==> src/component_arbiter.sv <==
`timescale 1ns/1ps

module component_arbiter #(
  parameter int stat_w = 5
)(
  input  logic [stat_w-1:0] sp_stat,
  input  logic [stat_w-1:0] lhp_stat,
  input  logic [stat_w-1:0] ghp_stat,
  input  logic              sp_dir,
  input  logic              lhp_dir,
  input  logic              ghp_dir,
  output logic              prediction_result
);

  logic sp_wins;
  logic lhp_wins;

  // Ties resolve static, then local, then global
  assign sp_wins  = (sp_stat >= lhp_stat) && (sp_stat >= ghp_stat);
  assign lhp_wins = (lhp_stat >= ghp_stat);

  always_comb
  begin
    if (sp_wins)
      prediction_result = sp_dir;
    else if (lhp_wins)
      prediction_result = lhp_dir; // Static already lost
    else
      prediction_result = ghp_dir;
  end

endmodule

==> config.mk <==
export PLATFORM = sky130hd
export DESIGN_NAME = component_arbiter
export DESIGN_NICKNAME = d
export VERILOG_FILES = /design/src/component_arbiter.sv
export SDC_FILE = /design/constraint.sdc
export NUM_CORES = 1
export LEC_CHECK = 0
export ABC_AREA = 1
export BUFFER_PORTS_ARGS = -buffer_cell sky130_fd_sc_hd__buf_2
export CELL_PAD_IN_SITES_DETAIL_PLACEMENT = 0
export CELL_PAD_IN_SITES_GLOBAL_PLACEMENT = 2
export CORE_MARGIN = 5
export CORE_UTILIZATION = 24
export DETAILED_ROUTE_END_ITERATION = 16
export PLACE_DENSITY = 0.95
export SLEW_MARGIN = 20
export SYNTH_ARGS = -nofsm -noshare
export SYNTH_HDL_FRONTEND = slang
export SYNTH_SLANG_ARGS = --single-unit
==> constraint.sdc <==
create_clock -name vclk -period 1.2
set_clock_uncertainty 0.15 [all_clocks]
set_input_delay 0.06 -clock vclk [all_inputs]
set_output_delay 0.06 -clock vclk [all_outputs]
set_load 0.02 [all_outputs]
; After elaboration in Yosys (flattened, before gate mapping)
; Index checks and enable logic that the tools add are counted.
[word_totals]
regBits = 0
in_bits = 18
out_inout_bits = 1
elab_cells = 6
[classes]
order_cmp = 3
muxes = 2
n_reduce_logical = 1
[op_table]
columns = cell, count
row1 = >= comparator 5 bit, 3
row2 = two-way mux 1 bit, 2
row3 = logical AND 1 bit, 1

; Depth between registers and ports, before layout
[depth]
word_depth = 3
ltp_mapped = 11
mapped_depth_nobuf = 11

; Worst setup path before layout
; OpenSTA, ideal clock, no wires.
[synth_timing]
path_kind = input port to output port
from = input ghp_stat[4]
to = output prediction_result
t_arrival_ns = 0.918
path_slack_ns = 0.072
path_stages = 10
path_cell_list = inv_1 ha_1 nand2_1 nor2_1 nand2_1 nand3_1 nand2_1 nand2_1 nand2_1 nand2_1
[synth_between]
elab_chain_cells = 3
word_cells_on_any_way = 5
[synth_rtl]
columns = element, line_no
row1 = from (decl), 8  ; input logic [stat_w-1:0] ghp_stat,
row2 = ">= comparator 5 bit, on equally long branches", "20, 19"
row3 = two-way mux 1 bit / logical AND 1 bit (equally long branches), "26, 19"
row4 = two-way mux 1 bit *, 24  ; if (sp_wins)
row5 = to (decl), 12  ; output logic prediction_result
; Every way passes the cells marked *; elsewhere a longest branch is shown, timed or not.

; Final worst setup path
; Same ends and word-level chain as after synthesis.

==> impl_metrics.yaml <==
final_layout:
  final_layout_size_suffix_gt1_frac: 0.637
  total_of_fill_cells_in_the_finished_design: 157
  ff_latch_area_sq_um: 0
  layout-area-overhead-vs-synth_pct: 114
  final_cell_count_no_fill: 107
  final_net_count: 126
  seq_cell_count: 0
  num_antenna_cells: 0
  nClkBuffers: 0
route:
  average_vias_per_placed_instance: 4.45
  route.final.wire_length_um: 1170
  wire_length_per_cell_after_detailed_routing_um: 10.9
  dr.first_iter.drc_count: 4
  vias: 476
  dr.pass1.iters: 4
  remaining_drc_errors: 0
  ant_nets: 0
critical_path:
  cpMostUsedCell: "nand2_1"
  criticalPathCategory: "in2out"
  required_ns: 0.99
  critical_path_depth: 12
  slowest_delay_ns: 0.26
  cp_max_fo: 2
  critical_path.n_buffers_inverters: 3
  slowest_library_cell_on_the_worst_path: "ha_4"
  worst-endpoint-arrival_ns: 1.09
  worst_setup_path_end_kind: "primary output"
  worst_path_dominant_cell_family: "simple AND/OR/NAND/NOR gates"
  crit_path_cell_chain: "buf_6, inv_4, ha_4, nand2_2, nor2_1, nand2_1, nand3_1, nand2_1, nand2_1, nand2_1, nand2_1, buf_6"
  start_kind: "input pin"
timing:
  timing_max_transition_violations_final: 0
  setup_tns_after_final_layout_ns: -0.0971
  worst_pin_slew_ns: 0.114
  timing.final.ws_setup_ns: -0.0971
  grt_setup_unrepaired: "true"
  report.final.hold_viol_count: 0
  setup_viol: 1
  timing.final.crit_period_ns: 1.30
  timing.slew.headroom: 0.924
  timing.fmax_mhz: 771
  final.period_utilization: 1.08
power_and_ir_drop:
  powerDensity_mw_per_mm2: 375
  pwr-share-comb: 1.000
  share_clk_of_total_power: 0
  max-vdd-ir-drop_uv: 156
  totalPowerFinal_mw: 0.323
  share_seq_of_total_power: 0
  netSwitchingPower_mw: 0.148
  power_report.internal_total_mw: 0.174
  power_leakage_nw: 0.420
  switching_share: 0.460
placed_design:
  dpl_worst_slack_ns: -0.173
  place.port_buffers: 19
  routabilityCongestion: 0.722
  dp_hpwl_um: 813
  dp_cells: 107
yosys:
  yosys_warnings: 0
  syn-num-nets: 102
  synth_seq_area_share: 0
  synth_area_leader_cell: "ha_1"
  post-synth-top-area-fraction: 0.467
  post_synth_instance_area_sq_um: 402
  post_synth_num_cell_types: 7
  syn_inst: 69
  postSynthAreaPerCell_sq_um: 5.82
  synth.top_cells.by_area: "ha_1 (47%), nand2_1 (24%), inv_1 (18%)"
global_route:
  grt_antenna_before_repair: 0
  grtUsageTotal: 0.0836
  grt.overflow.total: 0
  grt_pass1_vias: 456
  grt_pass1_wl_um: 1790
  grt_start_max_net_pins: 3
floorplanning:
  initial_cell_density_of_the_core: 0.261
  die-area_sq_mm: 0.00259
  floorplan.io_pins: 19
  fp.coreArea_sq_mm: 0.00154
  die-width_um: 50.9
  dieHeight_um: 50.9
  placementRows: 14
cts:
  post_cts_buffers: 0
flow_run:
  max_cap_violations: 0
worst_hold_path:
  worstHoldPathCells: 4
  worst_hold_path_type: "in2out"
run_status:
  run_status: "finished with violations"
  violations: "negative setup slack"
[timing repair]
item                       CTS  global route
hold buffers                 0             0
gates resized for setup     43            28
setup endpoints to repair    1             1
cloned                       0             0
pin swaps                   21            14
[layout by cell type, fill, tap and decap left out]
cell type and instances:
nor2_1 1, a21oi_2 3, ha_4 14, inv_1 6, ha_1 1, nand2_1 20, buf_2 5, buf_6 14
nand2_2 6, nand3_1 2, a21oi_1 2, nand4_1 1, inv_2 5, inv_4 7, inv_8 1, buf_4 2
buf_8 1
[power groups by stage]
stage,Combinational [mW],Sequential (mW),Clock [mW]
floorplan,0.114,0,0
global placement,0.180,0,0
detailed placement,0.183,0,0
CTS,0.275,0,0
global route,0.367,0,0
finish,0.323,0,0
[metal layers]
| layer | vias to the layer above | track usage | wire [um] |
|---|---|---|---|
| met5 | - | 0 | 0 |
| met4 | 0 | 0.0255 | 31 |
| met3 | 4 | 0.00872 | 48 |
| met2 | 11 | 0.145 | 626 |
| met1 | 202 | 0.108 | 458 |
| li1 | 259 | - | - |
[cells in the mapped netlist]
cell type / n
nand2_1: 26
ha_1: 15
nor2_1: 1
a21oi_1: 5
inv_1: 19
nand4_1: 1
nand3_1: 2
[worst min-delay path, stage by stage]
cell     delay (ns)
buf_2          0.08
nand3_1        0.07
nand2_1        0.08
buf_6          0.11
[kinds of logic (layout without fill, tap and decap cells)]
logic type,Yosys count,in the layout,synth area share
and+or+nand+nor,30,30,0.293
adders and majority gates,15,15,0.467
AOI/OAI and AO/OA,5,5,0.0623
buffers and inverters,19,41,0.178
[area by class of cell]
type	count	area (sq um)	area share
Tap cell	16	20.0	0.0233
Multi-Input combinational cell	50	532	0.618
Timing Repair Buffer	22	213	0.247
Inverter	19	96.3	0.112
[per-stage QoR]
stage | instance area (sq um) | util | hold slack (ns)
after floorplan | 402 | - | 0.160
after global placement | 539 | 0.350 | 0.344
after detailed placement | 539 | 0.350 | 0.343
after CTS | 757 | 0.491 | 0.322
after global routing | 861 | 0.558 | 0.355
final | 861 | 0.558 | 0.303
[path summary, 6_finish.rpt]
check                        from  slack [ns]                end
worst max-delay path  ghp_stat[4]        -0.1  prediction_result
worst min-delay path       sp_dir        0.30  prediction_result
No activity file was read; power rests on OpenSTA's default activity.
