==> src/confidence_update_ctrl.sv <==
`timescale 1ns/1ps

module confidence_update_ctrl #(
  parameter int jump_w     = 2,
  parameter int stat_w     = 5,
  parameter int clear_bits = 3
)(
  input  logic              update_en,
  input  logic              upd_outcome,   // Resolved direction
  input  logic              upd_sp_taken,
  input  logic [jump_w-1:0] upd_ghp_count,
  input  logic [jump_w-1:0] upd_lhp_count,

  input  logic [stat_w-1:0] sp_stat,
  input  logic [stat_w-1:0] lhp_stat,
  input  logic [stat_w-1:0] ghp_stat,

  output logic              sp_wr_en,
  output logic              lhp_wr_en,
  output logic              ghp_wr_en,
  output logic [stat_w-1:0] sp_wr_value,
  output logic [stat_w-1:0] lhp_wr_value,
  output logic [stat_w-1:0] ghp_wr_value,
  output logic              age_en,

  output logic              sp_entry,
  output logic [jump_w-1:0] lhp_entry,
  output logic [jump_w-1:0] ghp_entry
);

  localparam logic [stat_w-1:0] stat_max = '1;
  localparam logic [stat_w-1:0] low_mask = stat_w'((1 << clear_bits) - 1);

  logic              sp_ok, lhp_ok, ghp_ok;
  logic [stat_w-1:0] sp_new, lhp_new, ghp_new;

  // Saturating up when right, down when wrong
  function automatic logic [stat_w-1:0] step(input logic [stat_w-1:0] stat, input logic ok);
    logic [stat_w-1:0] res;
    if (ok)
      res = (stat == stat_max) ? stat : stat + 1'b1;
    else
      res = (stat == '0) ? stat : stat - 1'b1;
    return res;
  endfunction

  // ########################################
  // Judge components
  // ########################################

  assign sp_ok  = (upd_sp_taken == upd_outcome);
  assign lhp_ok = (upd_lhp_count[jump_w-1] == upd_outcome); // MSB is the direction
  assign ghp_ok = (upd_ghp_count[jump_w-1] == upd_outcome);

  assign sp_new  = step(sp_stat, sp_ok);
  assign lhp_new = step(lhp_stat, lhp_ok);
  assign ghp_new = step(ghp_stat, ghp_ok);

  // ########################################
  // Writes and aging
  // ########################################

  assign sp_wr_en  = update_en;
  assign lhp_wr_en = update_en;
  assign ghp_wr_en = update_en;

  assign age_en = update_en &&
                  (sp_new == stat_max || lhp_new == stat_max || ghp_new == stat_max);

  // Touched counters keep only their high half on aging
  assign sp_wr_value  = age_en ? (sp_new & ~low_mask) : sp_new;
  assign lhp_wr_value = age_en ? (lhp_new & ~low_mask) : lhp_new;
  assign ghp_wr_value = age_en ? (ghp_new & ~low_mask) : ghp_new;

  assign sp_entry  = upd_sp_taken;
  assign lhp_entry = upd_lhp_count;
  assign ghp_entry = upd_ghp_count;

endmodule

==> config.mk <==
export PLATFORM = sky130hd
export DESIGN_NAME = confidence_update_ctrl
export DESIGN_NICKNAME = d
export VERILOG_FILES = /design/src/confidence_update_ctrl.sv
export SDC_FILE = /design/constraint.sdc
export NUM_CORES = 1
export LEC_CHECK = 0
export BUFFER_PORTS_ARGS = -buffer_cell sky130_fd_sc_hd__buf_2
export CELL_PAD_IN_SITES_DETAIL_PLACEMENT = 0
export CELL_PAD_IN_SITES_GLOBAL_PLACEMENT = 2
export CORE_ASPECT_RATIO = 1.25
export CORE_MARGIN = 10
export CORE_UTILIZATION = 29
export DETAILED_ROUTE_END_ITERATION = 10
export PLACE_DENSITY = 0.87
export SYNTH_ARGS = -nofsm -noshare
export SYNTH_HDL_FRONTEND = slang
export SYNTH_SLANG_ARGS = --single-unit
==> constraint.sdc <==
create_clock -name vclk -period 5.4
set_input_delay 1.08 -clock vclk [all_inputs]
set_output_delay 1.08 -clock vclk [all_outputs]
set_load 0.005 [all_outputs]
### Yosys cells after proc, flatten, opt, wreduce, memory -nomap -nowiden

Index checks and enable logic that the tools add are counted.
W data, S select, Z words.

| operators by class | value |
|---|---|
| add/subtract/negate cells | 6 |
| eq/ne operators | 9 |
| muxes and demuxes | 12 |
| reductions and logical operators | 6 |

Operators by type and width:

| operator | count |
|---|---|
| $mux W5 | 9 |
| $eq A5 B5 Y1 const B | 6 |
| $add A5 B1 Y5 const B | 3 |
| $logic_not A5 Y1 | 3 |
| $sub A5 B1 Y5 const B | 3 |
| $mux W3 | 3 |
| $eq A1 B1 Y1 | 3 |
| $logic_or A1 B1 Y1 | 2 |
| $logic_and A1 B1 Y1 | 1 |

| storage, ports and cells | value |
|---|---|
| bits in registers | 0 |
| bits of input ports | 22 |
| output and inout port bits | 24 |

### Logic depth before layout (Yosys ltp)

Gate-level depths: netlist of run 1.

| depth | value |
|---|---|
| depth in word-level cells | 8 |
| mapped depth | 9 |

### Worst setup path before layout of run 1

No wires, ideal clock.

| timing path | value |
|---|---|
| path type | input to output |
| start | input port lhp_stat[1] |
| end | output port sp_wr_value[2] |
| arrival time | 2.629 ns |
| data required time | 4.320 ns |
| slack | 1.691 ns |
| stages on the path | 9 |
| path buffers | 1 |
| path through | inv_1 > ha_1 > nor4b_2 > nor2_1 > a211oi_1 > nor3b_1 > a32o_2 > buf_6 > a311oi_1 |

| on the way | value |
|---|---|
| word-level cells in the longest chain between the ends | 8 |
| elaborated cells between the ends (all ways) | 12 |
| those cells by class | 2 x add/sub; 2 x eq/ne; 4 x mux; 4 x reduce/logical |

Ends and longest elaborated chain:

| item | line | RTL |
|---|---|---|
| start: declaration | 15 | `input logic [stat_w-1:0] lhp_stat,` |
| $sub A5 B1 Y5, or another cell as far along | 43 | `res = (stat == '0) ? stat : stat - 1'b1;` |
| $mux W5, on equally long branches | 43, 41 |  |
| $mux W5 (*) | 40 | `if (ok)` |
| $eq A5 B5 Y1 (*) | 68 | `(sp_new == stat_max \|\| lhp_new == stat_max \|\| ghp_new == stat_max);` |
| $logic_or A1 B1 Y1 (*) (2 in a row) | 68 |  |
| $logic_and A1 B1 Y1 (*) | 67 | `assign age_en = update_en &&` |
| $mux W3 (*) | 71 | `assign sp_wr_value = age_en ? (sp_new & ~low_mask) : sp_new;` |
| end: declaration | 21 | `output logic [stat_w-1:0] sp_wr_value,` |

Mark *: on every way between the ends. The rest lies on a longest branch, timed or not.

### Worst setup path after layout of run 1

Same ends and word-level chain as after synthesis.

==> results of run 1 <==
==> worst paths after layout <==
check	startpoint	endpoint	slack (ns)	cells past startpoint
setup / recovery	lhp_stat[1]	sp_wr_value[2]	1.25	10
hold / removal	upd_lhp_count[0]	lhp_entry[0]	2.16	0
==> per-stage QoR <==
| stage | total power, W | hold slack (ns) | cells |
|---|---|---|---|
| 5_1_grt | 0.000141 | 2.16 | 245 |
| 4_1_cts | 0.000128 | 2.16 | 245 |
| 3_3_place_gp | 0.000125 | 2.16 | 245 |
| 3_5_place_dp | 0.000127 | 2.16 | 245 |
| 2_1_floorplan | 0.0000869 | 2.24 | 164 |
| 6_report | 0.000125 | 2.16 | 245 |
==> worst max-delay path, cell delays in order <==
cell	delay [ns]
buf_2	0.12
inv_1	0.10
ha_1	0.28
nor4b_2	0.32
nor2_1	0.10
a211oi_1	0.24
nor3b_1	0.08
a32o_2	0.30
a311oi_1	0.27
buf_2	0.17
==> area by class of cell <==
class | instances | share of cell area
inverter | 13 | 0.0373
multi-input combinational | 136 | 0.750
tap | 54 | 0.0517
timing repair buffer | 42 | 0.161
==> per-layer routing <==
layer,global-route usage,vias up
li1,-,650
met1,0.108,564
met2,0.148,35
met3,0.0169,0
met4,0,0
met5,0,-
==> layout by cell type (no fill, tap or decap), drive strengths merged <==
master | netlist | layout
a21boi | 2 | 2
a31oi | 2 | 2
and3 | 2 | 2
nand2 | 8 | 8
nand3b | 1 | 1
o21ai | 15 | 15
nand2b | 6 | 6
or3 | 1 | 1
xor2 | 3 | 3
a211oi | 6 | 6
a32o | 1 | 1
a21oi | 10 | 10
nor3b | 1 | 1
and4 | 1 | 1
a41oi | 1 | 1
xnor2 | 9 | 9
mux2i | 1 | 1
o211ai | 1 | 1
inv | 13 | 13
nor3 | 13 | 13
a32oi | 2 | 2
a22oi | 1 | 1
nor2b | 1 | 1
o211a | 1 | 1
mux2 | 1 | 1
nor4b | 3 | 3
o32ai | 2 | 2
o31a | 1 | 1
buf | 13 | 42
and3b | 2 | 2
nand3 | 13 | 13
nor4 | 1 | 1
nor2 | 11 | 11
o21a | 2 | 2
a311oi | 1 | 1
nand4 | 1 | 1
or2 | 2 | 2
and2 | 1 | 1
ha | 6 | 6
==> cells by family after synthesis <==
group	Yosys count
buffers and inverters	28
XOR/XNOR	12
adder cells (fa/ha/maj)	6
multiplexers	2
AND/OR/NAND/NOR	68
AO/OA/AOI/OAI	48
==> Yosys cell counts (all sizes together), types with 2 or more instances <==
| library cell | count | area, um2 |
|---|---|---|
| o21ai | 15 | 75.1 |
| buf | 13 | 100 |
| inv | 13 | 48.8 |
| nand3 | 13 | 65.1 |
| nor3 | 13 | 65.1 |
| nor2 | 11 | 41.3 |
| a21oi | 10 | 50.1 |
| xnor2 | 9 | 113 |
| nand2 | 8 | 30.0 |
| a211oi | 6 | 45.0 |
| ha | 6 | 75.1 |
| nand2b | 6 | 37.5 |
| nor4b | 3 | 38.8 |
| xor2 | 3 | 52.6 |
| a21boi | 2 | 15.0 |
| a31oi | 2 | 12.5 |
| a32oi | 2 | 25.0 |
| and3 | 2 | 12.5 |
| and3b | 2 | 17.5 |
| clkbuf | 2 | 8.75 |
| o21a | 2 | 15.0 |
| o32ai | 2 | 17.5 |
| or2 | 2 | 12.5 |
==> power by group through the flow <==
stage               clock, W  combinational (W)  sequential [W]
finish                     0           0.000125               0
global route               0           0.000141               0
CTS                        0           0.000128               0
detailed placement         0           0.000127               0
global placement           0           0.000125               0
floorplan                  0          0.0000869               0
==> metrics.md, run 1 <==
| Metric | Value |
|---|---|
| Status | `finished, final reports clean` |
| M1 WL | `1490 um` |
| Synth Area in Compound Gates | `0.286` |
| Hold crit path type | `primary input to primary output` |
| DR top layer | `met3` |
| Max-cap violations | `0` |
| Leakage | `0.571 nW` |
| Syn Std Cell Area | `0.00114 mm2` |
| Met2 WL | `1480 um` |
| Setup_tns | `0 ns` |
| Largest net degree at the start of global routing | `15` |
| Sequential share of the synthesized area | `0` |
| Initial antenna violation count | `0` |
| Fin area | `0.00131 mm2` |
| Worst relative slew slack | `0.665` |
| Main combinational cell family by area after synthesis | `simple AND/OR/NAND/NOR gates` |
| Core footprint | `0.00378 mm2` |
| Cells after Synth | `164` |
| Final core utilization | `0.345` |
| Post-DP HPWL | `2690 um` |
| Port Buffer Count | `42` |
| # setup viols final | `0` |
| Comb power frac | `1.000` |
| # rows | `25` |
| Die Width | `76.0 um` |
| CTS hold repair buffers | `0` |
| Max Transition Viols Final | `0` |
| Ports | `46` |
| CP startpoint kind | `primary input` |
| Synth Net Count | `192` |
| Setup Buffers After CTS | `0` |
| Final hold viol count | `0` |
| Count of sequential standard cells | `0` |
| Area growth syn-to-layout | `14.8%` |
| Pwr per Cell Area | `96.0 mW/mm2` |
| Gpl congestion | `0.831` |
| Wirelength per Cell | `13.0 um` |
| Data arrival, critical path | `3.07 ns` |
| DRC Markers | `0` |
| Worst EP required | `4.32 ns` |
| Layout cells sized above 1 | `0.288` |
| Average cell area after synthesis | `6.94 um2` |
| Vias | `1249` |
| Diodes inserted | `0` |
| Synth Area in XOR/XNOR | `0.145` |
| Chip Height | `90.1 um` |
| Post-Place Cell Area | `0.00131 mm2` |
| Flop pwr share | `0` |
| Initial core utilization | `0.301` |
| DR vias/cell | `5.10` |
| Layout fillers | `415` |
| Initial drt markers | `60` |
| Slew @ Worst Pin | `0.499 ns` |
| Crit-path max FO | `10` |
| Count of distinct cell types in the synthesized netlist | `51` |
| RSZ-0062 raised after global routing | `false` |
| P_sw | `0.0000713 W` |
| Internal | `0.0000542 W` |
| Post-Route WL | `3180 um` |
| Synth Area in Simple Gates | `0.343` |
| DP Worst Slack | `1.23 ns` |
| Final Cycle Share | `0.768` |
| Adder-cell share of the synthesized area | `0.0659` |
| Worst vdd ir | `0.0000303 V` |
| Sw frac | `0.568` |
| Nets | `221` |
| First-pass detailed-route iteration total | `4` |
| Sequential cell area | `0 um2` |
| Mux contribution to synthesized area | `0.0220` |
| Met3 wire length | `211 um` |
| Multi-input logic area | `981 um2` |
| Die area | `0.00685 mm2` |
| Critical path endpoint category | `primary output` |
| Critical path type | `primary input to primary output` |
| Post-route ant nets | `0` |
| PostCTS Resize Cnt | `0` |
| Total GRT Usage | `0.0841` |
| Fmax | `0.241 GHz` |
| Warnings, synthesis | `0` |
| Number of clock buffers in the layout | `0` |
| First-pass GRT wire length | `5270 um` |
| Gr ovfl total | `0` |
| Vias in the first global route | `1193` |
| Fin crit period | `4.15 ns` |
| Setup WS post-layout | `1.25 ns` |
| Clock share of power | `0` |
Note: power is estimated with default switching activity, not from simulation.
==> run 2, diff against run 1 <==
--- a/config.mk
+++ b/config.mk
@@ -10,9 +10,9 @@
 export CELL_PAD_IN_SITES_GLOBAL_PLACEMENT = 2
 export CORE_ASPECT_RATIO = 1.25
 export CORE_MARGIN = 10
-export CORE_UTILIZATION = 29
+export CORE_UTILIZATION = 24
 export DETAILED_ROUTE_END_ITERATION = 10
-export PLACE_DENSITY = 0.87
+export PLACE_DENSITY = 0.77
 export SYNTH_ARGS = -nofsm -noshare
 export SYNTH_HDL_FRONTEND = slang
 export SYNTH_SLANG_ARGS = --single-unit
==> constraint.sdc (replaced) <==
create_clock -name vclk -period 3.5
set_input_delay 0.7 -clock vclk [all_inputs]
set_output_delay 0.7 -clock vclk [all_outputs]
set_load 0.005 [all_outputs]
==> metrics.md, run 2 (synthesis gave the netlist of run 1 again) <==
| Metric | Value |
|---|---|
| Leakage | `0.618 nW (+8.1%)` |
| Post-Route WL | `3390 um (+6.6%)` |
| Post-DP HPWL | `2810 um (+4.6%)` |
| Max Transition Viols Final | `0 (unchanged)` |
| Fin Hold WS | `1.40 ns (-0.760 ns)` |
| Final Cycle Share | `0.941` |
| CP Buf/Inv Count | `5 (+2)` |
| CP cell instances | `buf_2 -> inv_1 -> ha_1 -> nor4b_4 -> a211oi_1 -> a211oi_1 -> buf_4 -> nor4_4 -> buf_4 -> a211oi_1 -> buf_2` |
| Die Width | `81.6 um (+7.3%)` |
| Hold Crit Start | `upd_lhp_count[0]` |
| Critical path endpoint category | `primary output` |
| Nets | `228 (+3.2%)` |
| Fmax | `0.304 GHz` |
| Port Buffer Count | `42 (unchanged)` |
| Final hold viol count | `0 (unchanged)` |
| CP startpoint kind | `primary input` |
| Number of clock buffers in the layout | `0 (unchanged)` |
| Crit path largest cell delay | `0.29 ns (-0.03 ns)` |
| Core footprint | `0.00449 mm2 (+19%)` |
| DR vias/cell | `5.02 (-1.5%)` |
| Data arrival, critical path | `2.59 ns (-0.48 ns)` |
| Die area | `0.00792 mm2 (+16%)` |
| CTS hold repair buffers | `0 (unchanged)` |
| Vias in the first global route | `1221 (+2.3%)` |
| Setup_tns | `0 ns (unchanged)` |
| Chip Height | `97.0 um (+7.7%)` |
| Largest net degree at the start of global routing | `15 (unchanged)` |
| Max-cap violations | `0 (unchanged)` |
| Fin crit period | `3.29 ns` |
| Most frequent cells in the layout | `buf_2 (42), o21ai_0 (14), inv_1 (13), nor3_1 (13), nand3_1 (13)` |
| Most common cell after layout, fill and taps aside | `buf_2` |
| Slew @ Worst Pin | `0.401 ns (-0.0982 ns)` |
| Total GRT Usage | `0.0823 (-0.00185)` |
| Diodes inserted | `0 (unchanged)` |
| First-pass GRT wire length | `5820 um (+10%)` |
| Fin area | `0.00141 mm2 (+7.8%)` |
| Ports | `46 (unchanged)` |
| Crit-path max FO | `6 (-4)` |
| First-pass detailed-route iteration total | `5 (+1)` |
| Count of sequential standard cells | `0 (unchanged)` |
| Pwr per Cell Area | `149 mW/mm2 (+55%)` |
| Setup crit start | `sp_stat[0]` |
| Worst vdd ir | `0.0000730 V (+140%)` |
| Initial drt markers | `124 (+110%)` |
| Area growth syn-to-layout | `23.8%` |
| Initial antenna violation count | `0 (unchanged)` |
| Initial core utilization | `0.253 (-0.0474)` |
| Worst EP required | `2.80 ns (-1.52 ns)` |
| Largest delay share family, worst path | `buffers and inverters` |
| Wirelength per Cell | `13.2 um (+2.0%)` |
| Most used cell, CP | `a211oi_1` |
| Critical path type | `primary input to primary output` |
| Hold crit path type | `primary input to primary output` |
| Sequential cell area | `0 um2 (unchanged)` |
| # rows | `27 (+8.0%)` |
| Critical-path top delay cell | `nor4b_4` |
| DRC Markers | `0 (unchanged)` |
| Worst relative slew slack | `0.733 (+0.0679)` |
| Gpl congestion | `0.789 (-5.0%)` |
| Post-Place Cell Area | `0.00135 mm2 (+3.3%)` |
| # setup viols final | `0 (unchanged)` |
| Layout cells sized above 1 | `0.328 (+0.0403)` |
| Power Total | `0.000210 W (+67%)` |
| Status | `finished, final reports clean` |
| Post-route ant nets | `0 (unchanged)` |
| Gr ovfl total | `0 (unchanged)` |
| Vias | `1286 (+3.0%)` |
-- run 2: routing by layer --
| metal | up-vias | share of wire | track usage |
|---|---|---|---|
| li1 | 662 | - | - |
| met1 | 581 | 0.42 | 0.105 |
| met2 | 41 | 0.47 | 0.138 |
| met3 | 2 | 0.10 | 0.0240 |
| met4 | 0 | 0.0041 | 0.00392 |
| met5 | - | 0 | 0 |
-- run 2: layout make-up --
| type | instances | area [um2] |
|---|---|---|
| timing repair buffer | 49 | 263 |
| inverter | 13 | 48.8 |
| tap | 58 | 72.6 |
| multi-input combinational | 136 | 1030 |
| fill | 528 | 3080 |
-- run 2: through the flow --
step | instances | util | setup WS [ns]
after global placement | 254 | 0.300 | 0.0560
final | 256 | 0.314 | 0.206
after CTS | 254 | 0.300 | 0.0674
after global routing | 256 | 0.314 | -0.0116
after floorplan | 164 | - | 0.551
after detailed placement | 254 | 0.300 | 0.0757
-- run 2: where the power goes --
group	switching, W	internal [W]
clock	0	0
sequential	0	0
combinational	0.000116	0.0000938
total	0.000116	0.0000938
-- run 2: path summary, 6_finish.rpt --
path         endpoint  slack, ns  cells past startpoint
min      lhp_entry[0]       1.40                      0
max   ghp_wr_value[2]       0.21                     11
-- run 2: repair_timing --
action / CTS / global route
setup endpoints to repair: 0 / 10
gates resized for setup: 0 / 6
buffers inserted: 0 / 2
==> run 3, diff against run 2 <==
--- a/config.mk
+++ b/config.mk
@@ -9,10 +9,10 @@
 export CELL_PAD_IN_SITES_DETAIL_PLACEMENT = 0
 export CELL_PAD_IN_SITES_GLOBAL_PLACEMENT = 2
 export CORE_ASPECT_RATIO = 1.25
-export CORE_MARGIN = 10
-export CORE_UTILIZATION = 24
+export CORE_MARGIN = 2
+export CORE_UTILIZATION = 27
 export DETAILED_ROUTE_END_ITERATION = 10
-export PLACE_DENSITY = 0.77
+export PLACE_DENSITY = 0.82
 export SYNTH_ARGS = -nofsm -noshare
 export SYNTH_HDL_FRONTEND = slang
 export SYNTH_SLANG_ARGS = --single-unit
==> constraint.sdc (replaced) <==
create_clock -name vclk -period 3.46
set_input_delay 0.692 -clock vclk [all_inputs]
set_output_delay 0.692 -clock vclk [all_outputs]
set_load 0.005 [all_outputs]
==> metrics.md, run 3 (synthesis gave the netlist of run 1 again) <==
| Metric | Value |
|---|---|
| Critical-path top delay cell | `a32o_2` |
| Initial drt markers | `80 (-35%)` |
| DR vias/cell | `5.00 (-0.39%)` |
| # setup viols final | `0 (unchanged)` |
| Diodes inserted | `0 (unchanged)` |
| First-pass detailed-route iteration total | `4 (-1)` |
| Status | `finished, final reports clean` |
| Final Cycle Share | `0.963` |
| Gpl congestion | `0.828 (+4.9%)` |
| Worst EP required | `2.77 ns (-0.03 ns)` |
| # rows | `26 (-3.7%)` |
| Setup WS post-layout | `0.127 ns (-0.0795 ns)` |
| Gr ovfl total | `0 (unchanged)` |
| Vias in the first global route | `1169 (-4.3%)` |
| Port Buffer Count | `42 (unchanged)` |
| Worst Hold End | `lhp_entry[0]` |
| Critical path type | `primary input to primary output` |
| CTS hold repair buffers | `0 (unchanged)` |
| CP startpoint kind | `primary input` |
| Worst Hold Path Cells | `0 (unchanged)` |
| Post-Place Cell Area | `0.00134 mm2 (-0.74%)` |
| Initial core utilization | `0.280 (+0.0266)` |
| Data arrival, critical path | `2.64 ns (+0.05 ns)` |
| Setup crit start | `lhp_stat[1]` |
| Crit path largest cell delay | `0.30 ns (about the same)` |
| Largest net degree at the start of global routing | `15 (unchanged)` |
| Worst relative slew slack | `0.722 (-0.0106)` |
| Initial antenna violation count | `0 (unchanged)` |
| Post-Route WL | `3150 um (-7.1%)` |
| DRC Markers | `0 (unchanged)` |
| Vias | `1261 (-1.9%)` |
| Most used cell, CP | `buf_2` |
| Die Width | `62.1 um (-24%)` |
| Worst vdd ir | `0.0000512 V (-30%)` |
| DP Worst Slack | `0.00245 ns (-0.0733 ns)` |
| Ports | `46 (unchanged)` |
| Fin area | `0.00138 mm2 (-2.1%)` |
| Power Total | `0.000205 W (-2.3%)` |
| Fin crit period | `3.33 ns` |
| Nets | `226 (-0.88%)` |
| Layout cells sized above 1 | `0.321 (-0.00685)` |
| Area growth syn-to-layout | `21.2%` |
| Most frequent cells in the layout | `buf_2 (42), o21ai_0 (14), inv_1 (13), nor3_1 (13), nand3_1 (13)` |
| CP cell instances | `buf_2 -> inv_1 -> ha_2 -> nor4b_4 -> nor2_1 -> a211oi_1 -> nor3b_1 -> a32o_2 -> a311oi_2 -> buf_2` |
| Core footprint | `0.00407 mm2 (-9.5%)` |
| Chip Height | `76.6 um (-21%)` |
| Hold Crit Start | `upd_lhp_count[0]` |
| First-pass GRT wire length | `5170 um (-11%)` |
| Leakage | `0.604 nW (-2.3%)` |
| Fmax | `0.300 GHz` |
| Final hold viol count | `0 (unchanged)` |
| Crit-path max FO | `10 (+4)` |
| Post-route ant nets | `0 (unchanged)` |
| Sequential cell area | `0 um2 (unchanged)` |
| Pwr per Cell Area | `149 mW/mm2 (-0.17%)` |
| Count of sequential standard cells | `0 (unchanged)` |
| Die area | `0.00476 mm2 (-40%)` |
| Wirelength per Cell | `12.5 um (-5.6%)` |
| Post-DP HPWL | `2520 um (-10%)` |
| Total GRT Usage | `0.131 (+0.0487)` |
| Critical path endpoint category | `primary output` |
| Hold crit path type | `primary input to primary output` |
| Slew @ Worst Pin | `0.415 ns (+0.0138 ns)` |
| Number of clock buffers in the layout | `0 (unchanged)` |
| Max Transition Viols Final | `0 (unchanged)` |
| Max-cap violations | `0 (unchanged)` |
| Most common cell after layout, fill and taps aside | `buf_2` |
run 3: final cells by class:
class                      instances  area, um2
fill                             465       2690
inverter                          13       48.8
timing repair buffer              47        248
tap                               56       70.1
multi-input combinational        136       1010
run 3: worst max-delay path by stage:
stage,to,cells past startpoint
after floorplan,sp_wr_value[2],9
after global placement,sp_wr_value[2],10
after detailed placement,sp_wr_value[2],10
after CTS,sp_wr_value[2],10
after global routing,lhp_wr_value[1],11
final,sp_wr_value[2],10
run 3: power breakdown:
part           switching, W  internal [W]
clock                     0             0
sequential                0             0
combinational      0.000115     0.0000904
run 3: worst max-delay path: cells and delay by family:
family,cells,cell delay (ns)
compound gates,3,0.84
simple gates,3,0.46
buf+inv,3,0.40
fa+ha+maj,1,0.25
run 3: timing repair:
item,4_1_cts,5_1_grt
hold endpoints to repair,0,0
pin swaps,0,1
gates resized for setup,1,4
setup buffers,0,1
cloned,0,0
setup endpoints to repair,1,10
run 3: per-stage QoR:
| stage | hold slack [ns] | std cells | utilization | TNS [ns] |
|---|---|---|---|---|
| global route | 1.38 | 252 | 0.339 | -0.00736 |
| CTS | 1.38 | 251 | 0.332 | 0 |
| global placement | 1.38 | 251 | 0.330 | -0.0551 |
| finish | 1.38 | 252 | 0.339 | 0 |
| detailed placement | 1.38 | 251 | 0.330 | 0 |
| floorplan | 1.46 | 164 | - | 0 |
run 3: layer usage:
layer	vias up	GRT usage	routed length, um
li1	662	-	-
met4	0	0.00638	0
met5	-	0	0
met3	0	0.00509	139
met1	570	0.170	1390
met2	29	0.240	1620
